## src/logic/recovery_pkg.sv

```systemverilog
// Recovery command codes, protocol error codes, register map, lookup tables and payload types
package recovery_pkg;

  typedef logic [31:0] word_t;

  typedef struct packed {
    logic [7:0] data;
    logic       last;
  } resp_beat_t;

  typedef enum logic [7:0] {
    CMD_PROT_CAP        = 8'd34,
    CMD_DEVICE_ID       = 8'd35,
    CMD_DEVICE_STATUS   = 8'd36,
    CMD_DEVICE_RESET    = 8'd37,
    CMD_RECOVERY_CTRL   = 8'd38,
    CMD_RECOVERY_STATUS = 8'd39,
    CMD_HW_STATUS       = 8'd40
  } cmd_e;

  typedef enum logic [7:0] {
    PROTO_OK        = 8'd0,
    PROTO_READ_ONLY = 8'd1,
    PROTO_PARAMETER = 8'd2,
    PROTO_LENGTH    = 8'd3,
    PROTO_CRC       = 8'd4
  } proto_err_e;

  typedef enum logic [3:0] {
    CSR_PROT_CAP_0      = 4'd0,
    CSR_PROT_CAP_1      = 4'd1,
    CSR_PROT_CAP_2      = 4'd2,
    CSR_PROT_CAP_3      = 4'd3,
    CSR_DEVICE_ID_0     = 4'd4,
    CSR_DEVICE_ID_1     = 4'd5,
    CSR_DEVICE_STATUS   = 4'd6,
    CSR_DEVICE_RESET    = 4'd7,
    CSR_RECOVERY_CTRL   = 4'd8,
    CSR_RECOVERY_STATUS = 4'd9,
    CSR_HW_STATUS       = 4'd10
  } csr_idx_e;

  localparam int unsigned NUM_CSR = 11;
  localparam int unsigned NUM_CMD = 7;

  // Tables indexed by command code minus CMD_PROT_CAP
  localparam csr_idx_e CMD_BASE [NUM_CMD] = '{
    CSR_PROT_CAP_0, CSR_DEVICE_ID_0, CSR_DEVICE_STATUS, CSR_DEVICE_RESET,
    CSR_RECOVERY_CTRL, CSR_RECOVERY_STATUS, CSR_HW_STATUS
  };
  localparam logic [15:0] CMD_LEN [NUM_CMD] = '{
    16'd15, 16'd8, 16'd4, 16'd3, 16'd3, 16'd2, 16'd4
  };
  // Only DEVICE_RESET and RECOVERY_CTRL accept writes
  localparam logic [NUM_CMD-1:0] CMD_WRITEABLE = 7'b001_1000;

  // "OCP RECV" magic, version and capabilities
  localparam word_t PROT_CAP_VALUE [4] = '{
    32'h2050_434F, 32'h5643_4552, 32'h0003_0101, 32'h0000_1000
  };
  localparam word_t DEVICE_ID_VALUE [2] = '{32'h0400_00FF, 32'h0001_5A3C};

  localparam word_t HW_STATUS_RESET       = 32'h0000_1E02;
  localparam word_t RECOVERY_STATUS_RESET = 32'h0000_0011;

  localparam int unsigned RX_DEPTH = 8;
  localparam int unsigned TX_DEPTH = 16;

endpackage

```

## src/logic/recovery_cmd_if.sv

```systemverilog
// Command interface between frame receiver and command executor
`timescale 1ns/1ps

interface recovery_cmd_if;
  logic                     valid;
  logic                     is_rd;
  recovery_pkg::cmd_e       cmd;
  // Length field of the frame in bytes
  logic [15:0]              len;
  recovery_pkg::proto_err_e err;
  logic                     done;

  modport source (output valid, is_rd, cmd, len, err, input done);
  modport sink (input valid, is_rd, cmd, len, err, output done);
endinterface

```

## src/logic/recovery_fifo.sv

```systemverilog
// Synchronous valid/ready FIFO with a type parameter and a flush
`timescale 1ns/1ps

module recovery_fifo #(
  parameter type         payload_t = logic [7:0],
  parameter int unsigned DEPTH     = 8
) (
  input  logic     clk_i,
  input  logic     rst_ni,
  input  logic     flush_i,
  input  logic     in_valid_i,
  output logic     in_ready_o,
  input  payload_t in_data_i,
  output logic     out_valid_o,
  input  logic     out_ready_i,
  output payload_t out_data_o
);

  payload_t                 mem_q [DEPTH];
  logic [$clog2(DEPTH)-1:0] wr_ptr_q;
  logic [$clog2(DEPTH)-1:0] rd_ptr_q;
  logic [$clog2(DEPTH):0]   count_q;
  logic                     push;
  logic                     pop;

  assign in_ready_o  = count_q < DEPTH;
  assign out_valid_o = count_q != '0;
  assign out_data_o  = mem_q[rd_ptr_q];
  assign push        = in_valid_i && in_ready_o;
  assign pop         = out_valid_o && out_ready_i;

  always_ff @(posedge clk_i) begin
    if (!rst_ni || flush_i) begin
      wr_ptr_q <= '0;
      rd_ptr_q <= '0;
      count_q  <= '0;
    end else begin
      if (push) begin
        wr_ptr_q <= (wr_ptr_q == DEPTH - 1) ? '0 : wr_ptr_q + 1'b1;
      end
      if (pop) begin
        rd_ptr_q <= (rd_ptr_q == DEPTH - 1) ? '0 : rd_ptr_q + 1'b1;
      end
      case ({push, pop})
        2'b10:   count_q <= count_q + 1'b1;
        2'b01:   count_q <= count_q - 1'b1;
        default: ;
      endcase
    end
  end

  always_ff @(posedge clk_i) begin
    if (push) begin
      mem_q[wr_ptr_q] <= in_data_i;
    end
  end

endmodule

```

## src/logic/recovery_csr_file.sv

```systemverilog
// Recovery register file with read-only constants and the protocol status byte
`timescale 1ns/1ps

module recovery_csr_file (
  input  logic                     clk_i,
  input  logic                     rst_ni,
  input  logic                     wr_en_i,
  input  recovery_pkg::csr_idx_e   wr_idx_i,
  input  recovery_pkg::word_t      wr_data_i,
  input  recovery_pkg::csr_idx_e   rd_idx_i,
  output recovery_pkg::word_t      rd_data_o,
  input  logic                     status_we_i,
  input  recovery_pkg::proto_err_e status_err_i
);

  recovery_pkg::proto_err_e status_q;
  recovery_pkg::word_t      device_reset_q;
  recovery_pkg::word_t      recovery_ctrl_q;

  always_ff @(posedge clk_i) begin
    if (!rst_ni) begin
      status_q        <= recovery_pkg::PROTO_OK;
      device_reset_q  <= '0;
      recovery_ctrl_q <= '0;
    end else begin
      if (wr_en_i) begin
        case (wr_idx_i)
          recovery_pkg::CSR_DEVICE_RESET:  device_reset_q <= wr_data_i;
          recovery_pkg::CSR_RECOVERY_CTRL: recovery_ctrl_q <= wr_data_i;
          default: ;
        endcase
      end
      if (status_we_i) begin
        status_q <= status_err_i;
      end
    end
  end

  always_comb begin
    case (rd_idx_i)
      recovery_pkg::CSR_PROT_CAP_0:      rd_data_o = recovery_pkg::PROT_CAP_VALUE[0];
      recovery_pkg::CSR_PROT_CAP_1:      rd_data_o = recovery_pkg::PROT_CAP_VALUE[1];
      recovery_pkg::CSR_PROT_CAP_2:      rd_data_o = recovery_pkg::PROT_CAP_VALUE[2];
      recovery_pkg::CSR_PROT_CAP_3:      rd_data_o = recovery_pkg::PROT_CAP_VALUE[3];
      recovery_pkg::CSR_DEVICE_ID_0:     rd_data_o = recovery_pkg::DEVICE_ID_VALUE[0];
      recovery_pkg::CSR_DEVICE_ID_1:     rd_data_o = recovery_pkg::DEVICE_ID_VALUE[1];
      // Protocol status lives in byte 1
      recovery_pkg::CSR_DEVICE_STATUS:   rd_data_o = {16'h0000, status_q, 8'h00};
      recovery_pkg::CSR_DEVICE_RESET:    rd_data_o = device_reset_q;
      recovery_pkg::CSR_RECOVERY_CTRL:   rd_data_o = recovery_ctrl_q;
      recovery_pkg::CSR_RECOVERY_STATUS: rd_data_o = recovery_pkg::RECOVERY_STATUS_RESET;
      recovery_pkg::CSR_HW_STATUS:       rd_data_o = recovery_pkg::HW_STATUS_RESET;
      default:                           rd_data_o = '0;
    endcase
  end

endmodule

```

## src/logic/recovery_receiver.sv

```systemverilog
// Host frame parser with checksum and length check, and byte-to-word packer
`timescale 1ns/1ps

module recovery_receiver (
  input  logic                clk_i,
  input  logic                rst_ni,
  input  logic                host_valid_i,
  output logic                host_ready_o,
  input  logic [7:0]          host_data_i,
  input  logic                host_first_i,
  input  logic                host_rd_i,
  input  logic                host_last_i,
  output logic                word_valid_o,
  input  logic                word_ready_i,
  output recovery_pkg::word_t word_data_o,
  recovery_cmd_if.source      cmd
);

  typedef enum logic [2:0] {StCmd, StLenLo, StLenHi, StData, StBusy} state_e;

  state_e                   state_q;
  logic                     beat;
  logic                     room;
  logic                     issue;
  logic                     push_word;
  recovery_pkg::proto_err_e issue_err;
  logic [7:0]               csum_q;
  logic [15:0]              len_q;
  logic [15:0]              byte_cnt_q;
  recovery_pkg::word_t      word_q;
  logic                     word_valid_q;
  logic                     cmd_valid_q;
  logic                     cmd_rd_q;
  recovery_pkg::cmd_e       cmd_code_q;
  recovery_pkg::proto_err_e cmd_err_q;

  // Host stalls on an outstanding command or a word waiting for queue space
  assign host_ready_o = (state_q != StBusy) && (!word_valid_q || word_ready_i);
  assign beat         = host_valid_i && host_ready_o;

  // Bytes past the queue capacity are checked but not stored
  assign room = byte_cnt_q < 16'(recovery_pkg::RX_DEPTH * 4);

  assign push_word = beat && (state_q == StData) && room &&
                     (host_last_i ? (byte_cnt_q[1:0] != 2'd0) : (byte_cnt_q[1:0] == 2'd3));

  // Frame end and the error found so far
  always_comb begin
    issue     = 1'b0;
    issue_err = recovery_pkg::PROTO_OK;
    if (beat) begin
      case (state_q)
        StCmd: begin
          if (host_first_i && (host_rd_i || host_last_i)) begin
            issue     = 1'b1;
            issue_err = host_rd_i ? recovery_pkg::PROTO_OK : recovery_pkg::PROTO_LENGTH;
          end
        end
        StLenLo, StLenHi: begin
          issue     = host_last_i;
          issue_err = recovery_pkg::PROTO_LENGTH;
        end
        StData: begin
          issue = host_last_i;
          if (host_data_i != csum_q) begin
            issue_err = recovery_pkg::PROTO_CRC;
          end else if (byte_cnt_q != len_q) begin
            issue_err = recovery_pkg::PROTO_LENGTH;
          end
        end
        default: ;
      endcase
    end
  end

  always_ff @(posedge clk_i) begin
    if (!rst_ni) begin
      state_q      <= StCmd;
      cmd_valid_q  <= 1'b0;
      word_valid_q <= 1'b0;
      byte_cnt_q   <= '0;
    end else begin
      if (push_word) begin
        word_valid_q <= 1'b1;
      end else if (word_ready_i) begin
        word_valid_q <= 1'b0;
      end
      if (issue) begin
        cmd_valid_q <= 1'b1;
        state_q     <= StBusy;
      end else if (cmd.done) begin
        cmd_valid_q <= 1'b0;
        state_q     <= StCmd;
      end else if (beat) begin
        case (state_q)
          StCmd: begin
            if (host_first_i) begin
              state_q    <= StLenLo;
              byte_cnt_q <= '0;
            end
          end
          StLenLo: state_q <= StLenHi;
          StLenHi: state_q <= StData;
          StData:  byte_cnt_q <= byte_cnt_q + 16'd1;
          default: ;
        endcase
      end
    end
  end

  // Running XOR, length field and little-endian packing
  always_ff @(posedge clk_i) begin
    if (beat) begin
      csum_q <= (state_q == StCmd) ? host_data_i : (csum_q ^ host_data_i);
      case (state_q)
        StCmd: begin
          cmd_code_q <= recovery_pkg::cmd_e'(host_data_i);
          cmd_rd_q   <= host_rd_i;
          len_q      <= '0;
        end
        StLenLo: len_q[7:0] <= host_data_i;
        StLenHi: len_q[15:8] <= host_data_i;
        StData: begin
          if (!host_last_i) begin
            if (byte_cnt_q[1:0] == 2'd0) begin
              word_q <= {24'h0, host_data_i};
            end else begin
              word_q[8*byte_cnt_q[1:0] +: 8] <= host_data_i;
            end
          end
        end
        default: ;
      endcase
    end
    if (issue) begin
      cmd_err_q <= issue_err;
    end
  end

  assign word_valid_o = word_valid_q;
  assign word_data_o  = word_q;
  assign cmd.valid    = cmd_valid_q;
  assign cmd.is_rd    = cmd_rd_q;
  assign cmd.cmd      = cmd_code_q;
  assign cmd.len      = len_q;
  assign cmd.err      = cmd_err_q;

endmodule

```

## src/logic/recovery_executor.sv

```systemverilog
// Command FSM for register writes, read responses and protocol status update
`timescale 1ns/1ps

module recovery_executor (
  input  logic                     clk_i,
  input  logic                     rst_ni,
  recovery_cmd_if.sink             cmd,
  input  logic                     rx_valid_i,
  output logic                     rx_ready_o,
  input  recovery_pkg::word_t      rx_data_i,
  output logic                     rx_flush_o,
  output logic                     wr_en_o,
  output recovery_pkg::csr_idx_e   wr_idx_o,
  output recovery_pkg::word_t      wr_data_o,
  output recovery_pkg::csr_idx_e   rd_idx_o,
  input  recovery_pkg::word_t      rd_data_i,
  output logic                     status_we_o,
  output recovery_pkg::proto_err_e status_err_o,
  output logic                     tx_valid_o,
  input  logic                     tx_ready_i,
  output recovery_pkg::resp_beat_t tx_data_o
);

  typedef enum logic [2:0] {
    Idle, Write, Drain, ReadLenLo, ReadLenHi, ReadData, Done, Error
  } state_e;

  state_e                   state_q;
  state_e                   state_d;
  logic                     known;
  logic [2:0]               tbl;
  logic [15:0]              reg_len;
  recovery_pkg::proto_err_e err_d;
  recovery_pkg::proto_err_e err_q;
  recovery_pkg::csr_idx_e   idx_q;
  // Words left to write, or length then bytes left to read
  logic [15:0]              cnt_q;
  logic [1:0]               lane_q;
  logic                     rx_fire;

  // Command table lookup
  assign known = (cmd.cmd >= recovery_pkg::CMD_PROT_CAP) &&
                 (cmd.cmd <= recovery_pkg::CMD_HW_STATUS);
  assign tbl     = known ? 3'(cmd.cmd - recovery_pkg::CMD_PROT_CAP) : 3'd0;
  assign reg_len = known ? recovery_pkg::CMD_LEN[tbl] : 16'd0;

  // Receiver errors take priority over decode errors
  always_comb begin
    if (cmd.err != recovery_pkg::PROTO_OK) begin
      err_d = cmd.err;
    end else if (!known) begin
      err_d = recovery_pkg::PROTO_PARAMETER;
    end else if (!cmd.is_rd && !recovery_pkg::CMD_WRITEABLE[tbl]) begin
      err_d = recovery_pkg::PROTO_READ_ONLY;
    end else if (!cmd.is_rd && (cmd.len > reg_len)) begin
      err_d = recovery_pkg::PROTO_LENGTH;
    end else begin
      err_d = recovery_pkg::PROTO_OK;
    end
  end

  always_comb begin
    state_d = state_q;
    case (state_q)
      Idle: begin
        if (cmd.valid) begin
          if (cmd.is_rd) begin
            state_d = ReadLenLo;
          end else if (err_d != recovery_pkg::PROTO_OK) begin
            state_d = Error;
          end else if (cmd.len == 16'd0) begin
            state_d = Done;
          end else begin
            state_d = Write;
          end
        end
      end
      Write:     if (rx_fire && (cnt_q == 16'd1)) state_d = Done;
      Error:     state_d = Drain;
      // Wait for the flushed queue to read empty
      Drain:     if (!rx_valid_i) state_d = Done;
      ReadLenLo: if (tx_ready_i) state_d = ReadLenHi;
      ReadLenHi: if (tx_ready_i) state_d = (cnt_q == 16'd0) ? Done : ReadData;
      ReadData:  if (tx_ready_i && (cnt_q == 16'd1)) state_d = Done;
      Done:      state_d = Idle;
      default:   state_d = Idle;
    endcase
  end

  always_ff @(posedge clk_i) begin
    if (!rst_ni) begin
      state_q <= Idle;
    end else begin
      state_q <= state_d;
    end
  end

  always_ff @(posedge clk_i) begin
    case (state_q)
      Idle: begin
        if (cmd.valid) begin
          idx_q  <= recovery_pkg::CMD_BASE[tbl];
          cnt_q  <= cmd.is_rd ? reg_len : ((cmd.len + 16'd3) >> 2);
          lane_q <= '0;
          err_q  <= err_d;
        end
      end
      Write: begin
        if (rx_fire) begin
          idx_q <= recovery_pkg::csr_idx_e'(idx_q + 4'd1);
          cnt_q <= cnt_q - 16'd1;
        end
      end
      ReadData: begin
        if (tx_ready_i) begin
          lane_q <= lane_q + 2'd1;
          cnt_q  <= cnt_q - 16'd1;
          if (lane_q == 2'd3) begin
            idx_q <= recovery_pkg::csr_idx_e'(idx_q + 4'd1);
          end
        end
      end
      default: ;
    endcase
  end

  assign rx_ready_o = (state_q == Write);
  assign rx_fire    = rx_valid_i && rx_ready_o;
  assign rx_flush_o = (state_q == Error);

  assign wr_en_o   = rx_fire;
  assign wr_idx_o  = idx_q;
  assign wr_data_o = rx_data_i;
  assign rd_idx_o  = idx_q;

  assign status_we_o  = (state_q == Done);
  assign status_err_o = err_q;
  assign cmd.done     = (state_q == Done);

  // Response beats: length low, length high, then register bytes
  always_comb begin
    tx_valid_o     = 1'b0;
    tx_data_o.data = cnt_q[7:0];
    tx_data_o.last = 1'b0;
    case (state_q)
      ReadLenLo: tx_valid_o = 1'b1;
      ReadLenHi: begin
        tx_valid_o     = 1'b1;
        tx_data_o.data = cnt_q[15:8];
        tx_data_o.last = (cnt_q == 16'd0);
      end
      ReadData: begin
        tx_valid_o     = 1'b1;
        tx_data_o.data = rd_data_i[8*lane_q +: 8];
        tx_data_o.last = (cnt_q == 16'd1);
      end
      default: ;
    endcase
  end

endmodule

```

## src/logic/recovery_top.sv

```systemverilog
// Recovery command layer top level wiring receiver, RX and TX queues, executor and registers
`timescale 1ns/1ps

module recovery_top (
  input  logic       clk_i,
  input  logic       rst_ni,
  input  logic       host_valid_i,
  output logic       host_ready_o,
  input  logic [7:0] host_data_i,
  input  logic       host_first_i,
  input  logic       host_rd_i,
  input  logic       host_last_i,
  output logic       resp_valid_o,
  input  logic       resp_ready_i,
  output logic [7:0] resp_data_o,
  output logic       resp_last_o
);

  logic                     rx_in_valid;
  logic                     rx_in_ready;
  recovery_pkg::word_t      rx_in_data;
  logic                     rx_out_valid;
  logic                     rx_out_ready;
  recovery_pkg::word_t      rx_out_data;
  logic                     rx_flush;
  logic                     tx_in_valid;
  logic                     tx_in_ready;
  recovery_pkg::resp_beat_t tx_in_data;
  recovery_pkg::resp_beat_t tx_out_data;
  logic                     wr_en;
  recovery_pkg::csr_idx_e   wr_idx;
  recovery_pkg::word_t      wr_data;
  recovery_pkg::csr_idx_e   rd_idx;
  recovery_pkg::word_t      rd_data;
  logic                     status_we;
  recovery_pkg::proto_err_e status_err;

  recovery_cmd_if cmd_if ();

  recovery_receiver receiver_i (
    .clk_i, .rst_ni,
    .host_valid_i, .host_ready_o, .host_data_i, .host_first_i, .host_rd_i, .host_last_i,
    .word_valid_o (rx_in_valid),
    .word_ready_i (rx_in_ready),
    .word_data_o  (rx_in_data),
    .cmd          (cmd_if.source)
  );

  recovery_fifo #(
    .payload_t (recovery_pkg::word_t),
    .DEPTH     (recovery_pkg::RX_DEPTH)
  ) rx_fifo_i (
    .clk_i, .rst_ni,
    .flush_i     (rx_flush),
    .in_valid_i  (rx_in_valid),
    .in_ready_o  (rx_in_ready),
    .in_data_i   (rx_in_data),
    .out_valid_o (rx_out_valid),
    .out_ready_i (rx_out_ready),
    .out_data_o  (rx_out_data)
  );

  recovery_executor executor_i (
    .clk_i, .rst_ni,
    .cmd          (cmd_if.sink),
    .rx_valid_i   (rx_out_valid),
    .rx_ready_o   (rx_out_ready),
    .rx_data_i    (rx_out_data),
    .rx_flush_o   (rx_flush),
    .wr_en_o      (wr_en),
    .wr_idx_o     (wr_idx),
    .wr_data_o    (wr_data),
    .rd_idx_o     (rd_idx),
    .rd_data_i    (rd_data),
    .status_we_o  (status_we),
    .status_err_o (status_err),
    .tx_valid_o   (tx_in_valid),
    .tx_ready_i   (tx_in_ready),
    .tx_data_o    (tx_in_data)
  );

  recovery_csr_file csr_file_i (
    .clk_i, .rst_ni,
    .wr_en_i      (wr_en),
    .wr_idx_i     (wr_idx),
    .wr_data_i    (wr_data),
    .rd_idx_i     (rd_idx),
    .rd_data_o    (rd_data),
    .status_we_i  (status_we),
    .status_err_i (status_err)
  );

  // Response queue is never flushed
  recovery_fifo #(
    .payload_t (recovery_pkg::resp_beat_t),
    .DEPTH     (recovery_pkg::TX_DEPTH)
  ) tx_fifo_i (
    .clk_i, .rst_ni,
    .flush_i     (1'b0),
    .in_valid_i  (tx_in_valid),
    .in_ready_o  (tx_in_ready),
    .in_data_i   (tx_in_data),
    .out_valid_o (resp_valid_o),
    .out_ready_i (resp_ready_i),
    .out_data_o  (tx_out_data)
  );

  assign resp_data_o = tx_out_data.data;
  assign resp_last_o = tx_out_data.last;

endmodule

```

## config.mk

```make
export PLATFORM = sky130hd
export DESIGN_NAME = recovery_top
export DESIGN_NICKNAME = d
export VERILOG_FILES = /design/src/logic/recovery_pkg.sv /design/src/logic/recovery_cmd_if.sv /design/src/logic/recovery_fifo.sv /design/src/logic/recovery_csr_file.sv /design/src/logic/recovery_receiver.sv /design/src/logic/recovery_executor.sv /design/src/logic/recovery_top.sv
export SDC_FILE = /design/constraint.sdc
export NUM_CORES = 1
export LEC_CHECK = 0
export BUFFER_PORTS_ARGS = -buffer_cell sky130_fd_sc_hd__buf_4
export CAP_MARGIN = 20
export CELL_PAD_IN_SITES_DETAIL_PLACEMENT = 0
export CELL_PAD_IN_SITES_GLOBAL_PLACEMENT = 2
export CORE_MARGIN = 2
export CORE_UTILIZATION = 40
export CTS_BUF_LIST = sky130_fd_sc_hd__clkbuf_4 sky130_fd_sc_hd__clkbuf_8
export DETAILED_ROUTE_END_ITERATION = 12
export PLACE_DENSITY_LB_ADDON = 0.1
export SYNTH_ARGS = -nofsm -noshare
export SYNTH_HDL_FRONTEND = slang
export SYNTH_SLANG_ARGS = --single-unit
```

## constraint.sdc

```tcl
create_clock -name clk_i -period 4.5 [get_ports clk_i]
set_input_delay 1.35 -clock clk_i [delete_from_list [all_inputs] [get_ports clk_i]]
set_output_delay 1.35 -clock clk_i [all_outputs]
set_load 0.03 [all_outputs]
```

==> results.cfg <==
[global_routing]
grt.busiest_layer = met2
gr-usage-met3_pct = 3.20
grt_util_all_layers_pct = 19.5
grt_antenna_before_repair = 1
grt_util_met1_pct = 27.9
grt_pass1_wl_um = 98100
grt_overflow = 0
grt_max_degree = 65
grt_pass1_vias = 15700
met2_usage_pct = 30.3

[floorplan]
die-width_um = 260
std_cell_rows = 93
core-area_mm2 = 0.0646
num_io_pins = 26
die_y_um = 260
fp.dieArea_mm2 = 0.0675
initial_core_util_pct = 40.5

[worst_setup_path]
criticalPathCategory = reg2out
cpMostUsedCell = mux4_2
r2r_slack_ns = 0.82
cp_num_buf_inv = 2
critPathSlowestCell = mux4_2
cp_data_required_time_ns = 3.15
crit_family = multiplexers
cp-start-kind = flip-flop
worst-path-max-fanout = 35
r2r-end = executor_i.state_q[0]
slowest_delay_ns = 0.54
crit_path_cell_trace = buf_12, mux4_2, mux4_2, buf_4
r2r-start = receiver_i.cmd.cmd[7]
rr_worst_depth = 13
end_kind = primary output
arrival_ns = 2.66

[worst_hold_path]
hold_depth = 2
min_from = rx_fifo_i.rd_ptr_q[1]
hp-class = reg2reg

[layout]
area_growth_pct = 13.7
drive_above_1_share_pct = 20.8
final_common_cell = edfxtp_1
fin_area_mm2 = 0.0298
fin_nets = 1917
mostFrequentLayoutCells = edfxtp_1, clkbuf_8, dfxtp_1

[flow_run]
drv_cap = 0

[sta]
slew_headroom_pct = 31.3
tightest_slew_ns = 1.03
clock_skew_ns = 0.0472
setup_viol = 0
rsz0062_at_grt = false
fin_crit_sh_pct = 89.2
setup_tns_ns = 0
hold_viol = 0
min_period_ns = 4.01
max_clock_freq_mhz = 249
maxSlewViolCount = 0

[routing]
wl_per_cell_um = 23.0
drtPass1Iterations = 5
dr.first_iter.drc_count = 1005
via_per_inst = 5.43
route.detailed.drc = 0
vias = 15200
antenna_left = 0
routed_wirelength_um = 64300

[logic_synthesis]
ys_seq_area_share_pct = 65.7
synth.avg_cell_area_um2 = 14.8
synthCells = 1774
synth_edf_count = 492
yosysWarnings = 0
ys_ff_latch = 613
async_reset_ff_share_pct = 0
synth_area_mm2 = 0.0262
syn_nets = 1829
ys.flop_type = edfxtp_1
synthDistinctLibCells = 71

[clocking]
clkSinkCount = 613
htree_levels = 3
insertion_delay_ns = 0.70
cts.repair.resized = 0
cts_buffers = 106
post_cts_buffers = 0
cts_root_buf = clkbuf_8
cts_hold_buf = 0
cts_tree = yes
clkTransAtPathRegs_ns = 0.06
cts.path.max_buffers = 3

[placed_design]
hpwl_um = 39800
numPortBuffers = 25
placed_area_mm2 = 0.0275
gp_congestion = 0.789

[pwr]
leakagePower_nw = 10.1
ir_drop_mv = 0.229
power_density_mw_per_mm2 = 490

[outcome]
status = complete, no violations
## how the worst max path moves through the flow
stage,start,end,slack (ns),cells after the start
after floorplan,rx_fifo_i.count_q[3],rx_fifo_i.mem_q[0][0],0.11,3
after global placement,receiver_i.cmd.cmd[7],executor_i.status_err_o[0],0.93,13
after detailed placement,receiver_i.cmd.cmd[7],executor_i.state_q[0],0.87,13
after CTS,flip-flop,resp_data_o[6],0.39,4
after global routing,flip-flop,resp_data_o[2],0.37,4
final,flip-flop,resp_data_o[6],0.49,4
## routing by layer
metal / routed length [µm] / vias up
li1: - / 7016
met5: 0 / -
met3: 2720 / 102
met1: 30400 / 7768
met2: 29700 / 332
met4: 1490 / 0
## cell families (layout without fill, tap and decap cells)
| family | after synthesis | in the layout | synth area share, % |
|---|---|---|---|
| mux | 153 | 153 | 11.1 |
| buf+inv | 148 | 319 | 2.32 |
| compound gates | 287 | 287 | 7.68 |
| other cells | 0 | 2 | 0 |
| flops | 613 | 613 | 65.7 |
| simple gates | 458 | 458 | 8.77 |
| fa+ha+maj | 40 | 40 | 1.97 |
| xor+xnor | 75 | 75 | 2.51 |
## metrics by stage
stage | power, mW | setup slack [ns] | util [%] | std cells | hold slack (ns)
floorplan | 8.66 | 0.112 | - | 1774 | 0.453
global placement | 9.53 | 0.926 | 42.6 | 2607 | 0.465
detailed placement | 9.56 | 0.868 | 42.6 | 2607 | 0.473
CTS | 14.8 | 0.394 | 46.0 | 2798 | 0.481
global route | 15.3 | 0.366 | 46.1 | 2802 | 0.504
finish | 14.6 | 0.486 | 46.1 | 2802 | 0.478
## synthesized netlist by cell type, types with 38 or more instances
master,n,share of area [%]
o211a_1,40,1.5
xnor2_1,46,1.5
ha_1,38,1.8
and2_1,38,0.91
mux4_2,109,9.4
o21ai_0,39,0.75
nor2_1,118,1.7
clkbuf_1,65,0.93
dfxtp_1,121,9.3
a21oi_1,81,1.5
nand2_1,104,1.5
mux2i_1,43,1.6
nand3_1,42,0.80
edfxtp_1,492,56
inv_1,38,0.54
## flip-flops by register name (all words and copies together), names as in the netlist, 4 cells and up, named ones only
name                        flops
tx_fifo_i.count_q               5
csr_file_i.device_reset_q      32
executor_i.rd_idx_o             4
receiver_i.byte_cnt_q          16
receiver_i.cmd.len             16
rx_fifo_i.count_q               4
receiver_i.cmd.cmd              8
executor_i.cnt_q               16
tx_fifo_i.rd_ptr_q              4
tx_fifo_i.wr_ptr_q              4
tx_fifo_i.mem_q               144
rx_fifo_i.mem_q               256
receiver_i.csum_q               8
csr_file_i.recovery_ctrl_q     32
receiver_i.word_data_o         32
## worst register-to-register path, stage by stage (launching register included)
cell	delay (ns)
edfxtp_1	0.37
or4b_4	0.56
a211oi_2	0.38
nand2_1	0.22
ha_1	0.35
a21oi_2	0.15
o21ai_1	0.11
ha_1	0.30
nor2b_1	0.13
o211ai_1	0.15
a21oi_1	0.11
or3_1	0.35
o31ai_1	0.24
a31oi_1	0.13
## power by group
part	total, mW	internal, mW	switching [mW]
Combinational	2.56	1.01	1.55
Clock	5.17	2.92	2.25
Sequential	6.86	6.59	0.270
Total	14.6	10.5	4.08
## cell type report
type                    count  area [µm²]
multi-input cells        1013        8450
repair buffers             88         706
clock buffers             162        1980
flip-flops and latches    613       17200
inverters                  40         150
diodes                      2        5.00
fillers                  5763       34800
well taps                 855        1070
clock inverters            29         214
No activity file was read; power rests on OpenSTA's default activity.
